===== src/include/posit_div_defs.svh =====
////////////////////
// Posit divider widths
////////////////////

`ifndef POSIT_DIV_DEFS_SVH
`define POSIT_DIV_DEFS_SVH

// Posit format
`define POSIT_N  16
`define POSIT_ES 1
`define POSIT_FW 15                  // N - ES fraction bits below the hidden one
`define POSIT_SW 7                   // Signed scale, wide enough for a difference

// Reciprocal seed table
`define SEED_AW 8
`define SEED_W  9                    // One integer bit

// Refinement depth, 0 to 2 stages
`define NR_ITER 1
`define DIV_LATENCY (`NR_ITER + 2)

`endif


===== src/posit_div_pkg.sv =====
////////////////////
// Posit divider types
////////////////////

`include "posit_div_defs.svh"

package posit_div_pkg;

	typedef logic [`POSIT_N-1:0] posit_t;

	// One decoded operand
	typedef struct packed {
		logic                        sign;
		logic                        is_zero;
		logic                        is_nar;
		logic signed [`POSIT_SW-1:0] scale;   // regime * 2^es + exponent
		logic [`POSIT_FW:0]          mant;    // 1.FW, hidden one on top
	} operand_t;

	// Word carried down the pipeline
	typedef struct packed {
		logic                        valid;
		logic                        sign;
		logic                        res_nar;
		logic                        res_zero;
		logic signed [`POSIT_SW-1:0] scale;   // Dividend minus divisor scale
		logic [`POSIT_FW:0]          mant_a;
		logic [`POSIT_FW:0]          mant_b;
		logic [`POSIT_FW+1:0]        recip;   // 1.(FW+1) estimate of 1/mant_b
	} div_stage_t;

	////////////////////
	// Seed rule
	////////////////////

	// Rounded 1 / (1 + addr / 2^AW) with SEED_W-1 fraction bits
	function automatic logic [`SEED_W-1:0] seed_value(input int addr);
		int den;
		int num;
		int quo;
		den = (1 << `SEED_AW) + addr;
		num = 1 << (`SEED_W + `SEED_AW);   // Twice the scaled one, for rounding
		quo = (num + den) / (2 * den);
		return `SEED_W'(quo);
	endfunction

endpackage


===== src/posit_div_decode.sv =====
////////////////////
// Operand decode stage
////////////////////

`include "posit_div_defs.svh"

module posit_div_decode (
	input  logic                       clk_i,
	input  logic                       reset_i,
	input  logic                       start_i,
	input  posit_div_pkg::posit_t      a_i,
	input  posit_div_pkg::posit_t      b_i,
	output posit_div_pkg::div_stage_t  stage_o
);

	localparam int N  = `POSIT_N;
	localparam int ES = `POSIT_ES;

	posit_div_pkg::operand_t   op_a, op_b;
	posit_div_pkg::div_stage_t stage_d;
	logic [`SEED_AW-1:0]       seed_addr;
	logic [`SEED_W-1:0]        seed_rom [2**`SEED_AW];

	// Split a posit into sign, scale and 1.f mantissa
	function automatic posit_div_pkg::operand_t decode_operand(input posit_div_pkg::posit_t p);
		posit_div_pkg::operand_t op;
		logic [N-1:0]  xa;
		logic [N-1:0]  body;
		logic [ES-1:0] e;
		logic          rc;
		logic          run;
		int            m;
		int            r;
		op.sign    = p[N-1];
		op.is_zero = (p == '0);
		op.is_nar  = (p == {1'b1, {(N-1){1'b0}}});
		xa  = p[N-1] ? -p : p;
		rc  = xa[N-2];
		m   = 1;
		run = 1'b1;
		for (int i = N - 3; i >= 0; i--) begin   // Regime run length
			if (run && xa[i] == rc)
				m++;
			else
				run = 1'b0;
		end
		r    = rc ? m - 1 : -m;
		body = {xa[N-3:0], 2'b00} << m;          // Drop the rest of the run and its terminator
		e    = body[N-1 -: ES];
		op.scale = `POSIT_SW'(r * (1 << ES) + int'(e));
		op.mant  = {1'b1, body[N-ES-1:0]};
		return op;
	endfunction

	assign op_a = decode_operand(a_i);
	assign op_b = decode_operand(b_i);

	// Seed table, built from the package rule
	for (genvar g = 0; g < 2**`SEED_AW; g++) begin : g_seed
		assign seed_rom[g] = posit_div_pkg::seed_value(g);
	end

	assign seed_addr = op_b.mant[`POSIT_FW-1 -: `SEED_AW];

	always_comb begin
		stage_d.valid    = start_i;
		stage_d.sign     = op_a.sign ^ op_b.sign;
		stage_d.res_nar  = op_b.is_zero | op_a.is_nar;
		stage_d.res_zero = ~stage_d.res_nar & (op_a.is_zero | op_b.is_nar);
		stage_d.scale    = op_a.scale - op_b.scale;
		stage_d.mant_a   = op_a.mant;
		stage_d.mant_b   = op_b.mant;
		// Entry 0 is exactly 1.0, so a power-of-two divisor stays exact
		stage_d.recip    = {seed_rom[seed_addr], {(`POSIT_FW+2-`SEED_W){1'b0}}};
	end

	always_ff @(posedge clk_i) begin
		if (start_i)
			stage_o <= stage_d;
		if (reset_i)
			stage_o.valid <= 1'b0;
		else
			stage_o.valid <= start_i;
	end

endmodule


===== src/posit_div_nr_stage.sv =====
////////////////////
// Newton-Raphson step
////////////////////

`include "posit_div_defs.svh"

module posit_div_nr_stage (
	input  logic                       clk_i,
	input  logic                       reset_i,
	input  posit_div_pkg::div_stage_t  stage_i,
	output posit_div_pkg::div_stage_t  stage_o
);

	localparam int RW = `POSIT_FW + 2;        // recip width, 1.16
	localparam int PW = 2 * `POSIT_FW + 3;    // recip * mant_b, 2.31

	logic [PW-1:0]             rb;
	logic [PW-1:0]             two_minus;
	logic [RW:0]               corr;          // 2 - r*b cut to 2.16
	logic [2*RW:0]             refined;       // 3.32
	posit_div_pkg::div_stage_t stage_d;

	// r' = r * (2 - r * b)
	always_comb begin
		rb        = stage_i.recip * stage_i.mant_b;
		two_minus = {1'b1, {(PW-1){1'b0}}} - rb;
		corr      = two_minus[PW-1 -: RW+1];
		refined   = stage_i.recip * corr;
		stage_d       = stage_i;
		stage_d.recip = refined[2*RW-2 -: RW];   // Back to 1.16, truncated
	end

	always_ff @(posedge clk_i) begin
		if (stage_i.valid)
			stage_o <= stage_d;
		if (reset_i)
			stage_o.valid <= 1'b0;
		else
			stage_o.valid <= stage_i.valid;
	end

endmodule


===== src/posit_div_pack.sv =====
////////////////////
// Quotient pack stage
////////////////////

`include "posit_div_defs.svh"

module posit_div_pack (
	input  logic                       clk_i,
	input  logic                       reset_i,
	input  posit_div_pkg::div_stage_t  stage_i,
	output posit_div_pkg::posit_t      quot_o,
	output logic                       inf_o,
	output logic                       zero_o,
	output logic                       done_o
);

	localparam int N   = `POSIT_N;
	localparam int ES  = `POSIT_ES;
	localparam int FRW = 2 * `POSIT_FW + 1;   // Fraction bits of the product
	localparam int XW  = 2 + ES + FRW + N;    // Regime, exponent, fraction and spare

	logic [FRW+1:0]               prod;       // 2.31
	logic [FRW-1:0]               norm;
	logic signed [`POSIT_SW-1:0]  scale_n;
	logic signed [`POSIT_SW-1:0]  regime;
	logic [`POSIT_SW-1:0]         shamt;
	logic [ES-1:0]                exp_bits;
	logic                         neg, sat_hi, sat_lo;
	logic signed [XW-1:0]         packed_w;
	logic signed [XW-1:0]         shifted;
	logic [N-2:0]                 body, body_rnd, mag;
	logic                         guard, sticky, round_up;
	posit_div_pkg::posit_t        quot_d;

	always_comb begin
		prod    = stage_i.mant_a * stage_i.recip;
		// Below 1.0 means one more bit of left shift
		norm    = prod[FRW] ? prod[FRW-1:0] : {prod[FRW-2:0], 1'b0};
		scale_n = stage_i.scale - {{(`POSIT_SW-1){1'b0}}, ~prod[FRW]};

		regime   = scale_n >>> ES;
		exp_bits = scale_n[ES-1:0];
		neg      = scale_n[`POSIT_SW-1];
		sat_hi   = !neg && regime >= N - 2;
		sat_lo   = regime < -(N - 2);
		shamt    = neg ? ~regime : regime;   // Run length minus one

		////////////////////
		// Regime insert and RNE
		////////////////////
		packed_w = {~neg, neg, exp_bits, norm, {N{1'b0}}};
		shifted  = packed_w >>> shamt;       // Sign fill extends the run
		body     = shifted[XW-1 -: N-1];
		guard    = shifted[XW-N];
		sticky   = |shifted[XW-N-1:0];
		round_up = guard & (body[0] | sticky);
		body_rnd = body + {{(N-2){1'b0}}, round_up};

		// Never round to zero or NaR
		if (sat_hi)
			mag = '1;
		else if (sat_lo)
			mag = {{(N-2){1'b0}}, 1'b1};
		else
			mag = body_rnd;

		if (stage_i.res_nar)
			quot_d = {1'b1, {(N-1){1'b0}}};
		else if (stage_i.res_zero)
			quot_d = '0;
		else
			quot_d = stage_i.sign ? -{1'b0, mag} : {1'b0, mag};
	end

	always_ff @(posedge clk_i) begin
		if (reset_i) begin
			quot_o <= '0;
			inf_o  <= 1'b0;
			zero_o <= 1'b0;
			done_o <= 1'b0;
		end else begin
			done_o <= stage_i.valid;
			inf_o  <= stage_i.valid & stage_i.res_nar;
			zero_o <= stage_i.valid & stage_i.res_zero;
			if (stage_i.valid)
				quot_o <= quot_d;           // Held until the next result
		end
	end

endmodule


===== src/posit_div_top.sv =====
////////////////////
// Posit divider top
////////////////////

`include "posit_div_defs.svh"

module posit_div_top (
	input  logic                  clk_i,
	input  logic                  reset_i,
	input  logic                  start_i,
	input  posit_div_pkg::posit_t a_i,
	input  posit_div_pkg::posit_t b_i,
	output posit_div_pkg::posit_t quot_o,
	output logic                  inf_o,
	output logic                  zero_o,
	output logic                  done_o
);

	// Entry 0 from decode, last entry into pack
	posit_div_pkg::div_stage_t stage [`NR_ITER+1];

	posit_div_decode u_decode (
		.clk_i   (clk_i),
		.reset_i (reset_i),
		.start_i (start_i),
		.a_i     (a_i),
		.b_i     (b_i),
		.stage_o (stage[0])
	);

	for (genvar i = 0; i < `NR_ITER; i++) begin : g_nr
		posit_div_nr_stage u_nr (
			.clk_i   (clk_i),
			.reset_i (reset_i),
			.stage_i (stage[i]),
			.stage_o (stage[i+1])
		);
	end

	posit_div_pack u_pack (
		.clk_i   (clk_i),
		.reset_i (reset_i),
		.stage_i (stage[`NR_ITER]),
		.quot_o  (quot_o),
		.inf_o   (inf_o),
		.zero_o  (zero_o),
		.done_o  (done_o)
	);

endmodule


===== config.mk =====
export PLATFORM = sky130hd
export DESIGN_NAME = posit_div_top
export DESIGN_NICKNAME = d
export VERILOG_FILES = /design/src/posit_div_pkg.sv /design/src/posit_div_decode.sv /design/src/posit_div_nr_stage.sv /design/src/posit_div_pack.sv /design/src/posit_div_top.sv
export VERILOG_INCLUDE_DIRS = /design/src /design/src/include
export SDC_FILE = /design/constraint.sdc
export NUM_CORES = 2
export LEC_CHECK = 0
export ABC_AREA = 0
export BUFFER_PORTS_ARGS = -buffer_cell sky130_fd_sc_hd__buf_2
export CORE_MARGIN = 3
export CORE_UTILIZATION = 55
export CTS_CLUSTER_SIZE = 10
export DETAILED_ROUTE_END_ITERATION = 12
export PLACE_DENSITY_LB_ADDON = 0.08
export SYNTH_ARGS = -nofsm -noshare
export SYNTH_HDL_FRONTEND = slang
export SYNTH_SLANG_ARGS = --single-unit

===== constraint.sdc =====
create_clock -name clk_i -period 18.45 [get_ports clk_i]
set_clock_uncertainty 0.1 [all_clocks]
set_input_delay 1.845 -clock clk_i [delete_from_list [all_inputs] [get_ports clk_i]]
set_output_delay 1.845 -clock clk_i [all_outputs]
set_load 0.01 [all_outputs]

; Word level (Yosys, flattened, before mapping)
; Memory sizes are Yosys's and may differ from the RTL's. A register that Yosys moved wholly into a read port is not among the register bits.
; Index checks and enable logic that the tools add are counted.
[word_totals]
output_inout_bits = 19
elab_cells = 205
memories = 1
ff_bits = 103
input_bits = 35
mem_bits_ro = 2304
[classes]
add_sub_neg = 39
shifts = 3
mul = 3
n_lt_le_gt_ge = 2
muxes = 65
bitwise = 13
eq_ne = 30
n_reduce_logical = 31
[memory_table]
columns = name, depth, word_bits, rd, rd_clocked_by_memory_dff, wr, line_no
row1 = (name not given), 256, 9, 1, 1, 0, posit_div_decode.sv:74  ; stage_d.recip = {seed_rom[seed_addr], {(`POSIT_FW+2-`SEED_W){1'b0}}};
[op_table]
columns = operator, count
row1 = two-way mux 32 bit, 26
row2 = adder 32 x 2 -> 32 bit (second input constant), 24
row3 = left shift 16 x 32 -> 16 bit, 2
row4 = two-way mux 15 bit, 4
row5 = >>> shifter 50 x 7 -> 50 bit, 1
row6 = two-way mux 16 bit, 3
row7 = OR reduction 34 bit, 1
row8 = subtractor 33 bit (first input constant), 1
row9 = equality test 16 bit (second input constant), 2
row10 = logical NOT 16 bit, 2
row11 = multiplier 16 x 17 -> 32 bit, 1
row12 = two-way mux 31 bit, 1
row13 = negation 15 bit, 2
row14 = equality test 1 bit, 28
row15 = logical AND 1 bit, 27
row16 = two-way mux 1 bit, 26
row17 = multiplier 9 x 16 -> 25 bit, 1
row18 = multiplier 9 x 18 -> 25 bit, 1
row19 = negation 15 -> 16 bit, 1
row20 = adder 15 x 1 -> 15 bit, 1
row21 = adder 7 x 2 -> 7 bit, 2
row22 = two-way mux 6 bit, 2
row23 = negation 6 bit, 2
row24 = subtractor 6 x 2 -> 6 bit (second input constant), 2
row25 = other kinds (14), 23

; Depth between registers and ports, before layout
[logic_depth]
depth_word = 34
ltp_mapped = 66
ltp_nobuf = 64

; Cells and area by module
; Synthesis repeated with hierarchy kept, for this count alone.
[unflattened]
hier_cells = 5151
area_unflattened_um2 = 43639.4
[by_module_without_submodules]
columns = module, seq_area_each_um2, n_inst, area_each_um2, cells_each
row1 = posit_div_nr_stage, 1791.7, 1, 20091.8, 2112
row2 = posit_div_pack, 380.4, 1, 14076.0, 1803
row3 = posit_div_decode, 1371.3, 1, 9471.6, 1236

; Worst setup path before layout
; No wires, ideal clock.
[synth_path]
path_type = input port to flip-flop
startpoint = input port b_i[0]
endpoint = register u_decode.stage_o[55] (netlist name) (data pin)
setup_time_ns = 0.260
required_time_ns = 18.090
n_path_buf = 5
setup_slack_ns = 4.667
cell_stages = 65
arrival_ns = 13.423
cell_sequence = clkbuf_1 > inv_1 > ha_1 > or4b_1 > buf_2 > o41ai_4 > xor2_2 > buf_4 > buf_2 > nand2_1 > o22a_1 > ha_1 > inv_1 > a21oi_1 > o221ai_1 > a22oi_1 > ha_1 > inv_1 > (+29 left out) > buf_2 > clkinv_1 > ha_1 > xnor2_1 > xnor2_1 > ha_1 > inv_1 > ha_1 > a21oi_1 > o21bai_1 > a21oi_1 > xnor2_1 > xnor2_1 > xnor2_1 > xnor2_1 > xnor2_1 > xnor2_1 > xnor2_1
[synth_lines]
columns = item, line_no
row1 = "start, declared", posit_div_top.sv:12  ; input posit_div_pkg::posit_t b_i,
row2 = "end signal, assigned", posit_div_decode.sv:79  ; stage_o <= stage_d;
row3 = "end, declared", posit_div_decode.sv:13  ; output posit_div_pkg::div_stage_t stage_o

==> results.md <==
* Die area at 58400 um^2
* Total gr overflow at 0
* Wire length per cell at 19.0 um
* # nets final at between 4000 and 5000
* Ports at 54
* Crit path kind: in -> reg
* Cts bufs inserted at 9
* Synth top area cells: fa_1 (25%), ha_1 (10%), edfxtp_1 (8.4%)
* Cell taking the most area after synthesis: fa_1
* Post-place setup slack at 3.21 ns
* Gate Count Post-Synth at 3727
* Fmax at 0.0665 GHz
* Initial Util at 56.2%
* Hold_buf cts at 0
* CTS resizes at 0
* Clk pin slew, worst setup/hold paths at roughly 0.07 ns
* Hpwl dp at 65600 um
* Worst setup EP type: register
* Largest net degree at the start of global routing at 47
* Yosys cell types at approximately 110
* R2r setup slk at ~4.6 ns
* Hold worst-path end: g_nr[0].u_nr.stage_o[54]$_DFFE_PP_
* YS warnings at 0
* Drt initial violations at approximately 2300
* CTS HTree Levels at 3
* CP peak stage delay at 0.62 ns
* Seq/Total Area, Yosys at 9.74%
* CP arrival at 15.06 ns
* Clk buf depth at 2
* Vert. Die Dim at 242 um
* Shortest period the worst path allows at 15.04 ns
* Crit path max fanout at 12
* # diodes at 0
* First-pass GRT wire length at approximately 140000 um
* Vias per cell at roughly 6.2
* IO Port Bufs at 53
* GP Congestion at 0.936
* EDFF count, synth at 85
* Clock Sinks at 106
* RR Endpoint: u_pack.quot_o[10]$_SDFFE_PP0P_
* Root Buffer: clkbuf_16
* Async set-reset flop share out of synthesis at 0%
* Hold wc startpoint: u_decode.stage_o[54]$_DFFE_PP_
* Hold crit path type: reg -> reg
* Crit path top cell by count: ha_1
* Final wirelength at slightly above 80000 um
* Cell area after synthesis at 30500 um^2
* CP startpoint kind: input port
* Max-slew violation count at 0
* Worst skew pair latency at roughly 0.37 ns
* Most common cell after layout, fill and taps aside: nand2_1
* Tcrit/Tclk final at 81.5%
* Post-route cell area at 31500 um^2
* Share of cells above drive strength 1 at 5.82%
* Syn_area_per_cell at about 8.2 um^2
* Top-area cell type share of the netlist area at 24.6%
* Die Width at 242 um
* Worst r2r src: g_nr[0].u_nr.stage_o[39]$_DFFE_PP_
* Antenna violations before repair at 3
* Synth Register Bits at 106
* Final setup fails at 0
* CTS tree: built
* Routed Antenna Nets at 0
* Worst setup margin at 3.41 ns
* Cells on worst reg2reg path at 44
* Gr usage total at about 28%
* Measured slew at the worst slew-check pin at 1.24 ns
* DR vias at 27000
* RSZ-0062 raised after global routing: false
* P&R area growth vs syn at 3.34%
* Syn nets at 4387
* Status: finished, final reports clean
* Drt first pass iters at 8
* CP max-delay cell: a311oi_1
* Top_reg_cell synth: edfxtp_1
* CP required at 18.47 ns
* DR DRC count at 0
* Num rows at between 80 and 90
* Setup TNS at 0 ns
* Final hold vios at 0
* Max_slew headroom at between 15 and 20%
* Vias in the first global route at 27500
* Cells on Worst Hold Path at 0
* Area after DPL at 31300 um^2
* Area of the core at 54300 um^2
* Commonest non-fill, non-tap cells in the layout: nand2_1 (489), inv_1 (415), fa_1 (375)
* Post-CTS Setup Bufs at 0
* Max Cap Viol at 0
==> cells by family (layout without fill, tap and decap cells) <==
| kind of cell | Yosys count | in the layout | synth area share [%] |
|---|---|---|---|
| multiplexers | 104 | 104 | 3.62 |
| AND/OR/NAND/NOR | 1375 | 1375 | 22.1 |
| buffers and inverters | 614 | 528 | 7.78 |
| flip-flops | 106 | 106 | 9.74 |
| AO/OA/AOI/OAI | 717 | 717 | 16.3 |
| XOR/XNOR | 186 | 186 | 5.61 |
| adder cells (fa/ha/maj) | 625 | 625 | 34.8 |
==> critical path: cells and delay by family <==
family	cells	cell delay, ns
compound gates	20	4.03
fa+ha+maj	13	3.66
simple gates	13	2.51
mux	5	1.22
xor+xnor	7	1.03
buf+inv	7	0.74
==> cells in the mapped netlist (all sizes together), types with 80 or more instances <==
cell type / count
o21ai: 147
nor2: 231
edfxtp: 85
and2: 235
fa: 375
ha: 250
nand2: 490
inv: 420
clkbuf: 150
nand3: 80
nor3: 97
a21oi: 134
xnor2: 126
==> worst max path at each step <==
stage	startpoint	endpoint	slack [ns]	depth (start not counted)
after floorplan	b_i[0]	u_decode.stage_o[55]$_DFFE_PP_	4.67	65
after global placement	b_i[0]	u_decode.stage_o[55]$_DFFE_PP_	3.60	65
after detailed placement	b_i[0]	u_decode.stage_o[55]$_DFFE_PP_	3.21	65
after CTS	b_i[0]	u_decode.stage_o[55]$_DFFE_PP_	3.56	65
after global routing	b_i[0]	u_decode.stage_o[55]$_DFFE_PP_	2.43	65
final	b_i[0]	u_decode.stage_o[55]$_DFFE_PP_	3.41	65
==> per-layer routing <==
metal	track usage [%]	vias to the layer above	wire [um]	part of all wire (%)
met4	9.25	2	2790	3.4
met2	50.1	909	41300	50
met3	3.10	207	4140	5.0
met1	36.3	13300	34800	42
li1	-	12600	-	-
met5	0	-	13	0.016
==> stage by stage <==
| step | instances | hold WS [ns] | utilization, % |
|---|---|---|---|
| 2_1_floorplan | 3727 | 0.300 | - |
| 3_3_place_gp | 4364 | 0.301 | 57.5 |
| 3_5_place_dp | 4364 | 0.305 | 57.5 |
| 4_1_cts | 4380 | 0.318 | 58.0 |
| 5_1_grt | 4380 | 0.328 | 58.0 |
| 6_report | 4380 | 0.316 | 58.0 |
==> area by class of cell <==
class                      count  area, um^2
timing repair buffer          90         543
inverter                     422        1590
clock buffer                  10         229
multi-input combinational   3007       25200
tap                          739         925
sequential                   106        2970
clock inverter                 6        46.3
fill                        4939       22800
==> sequential cells by signal, summed over array words and instances, names as in the netlist <==
| signal | flops |
|---|---|
| g_nr.u_nr.stage_o | 41 |
| u_pack.done_o | 1 |
| u_pack.zero_o | 1 |
| u_pack.quot_o | 16 |
| u_pack.inf_o | 1 |
| u_decode.stage_o | 46 |
Power is not shown: default switching activity piles up to over one toggle a cycle in this logic, so the estimate is an artifact.
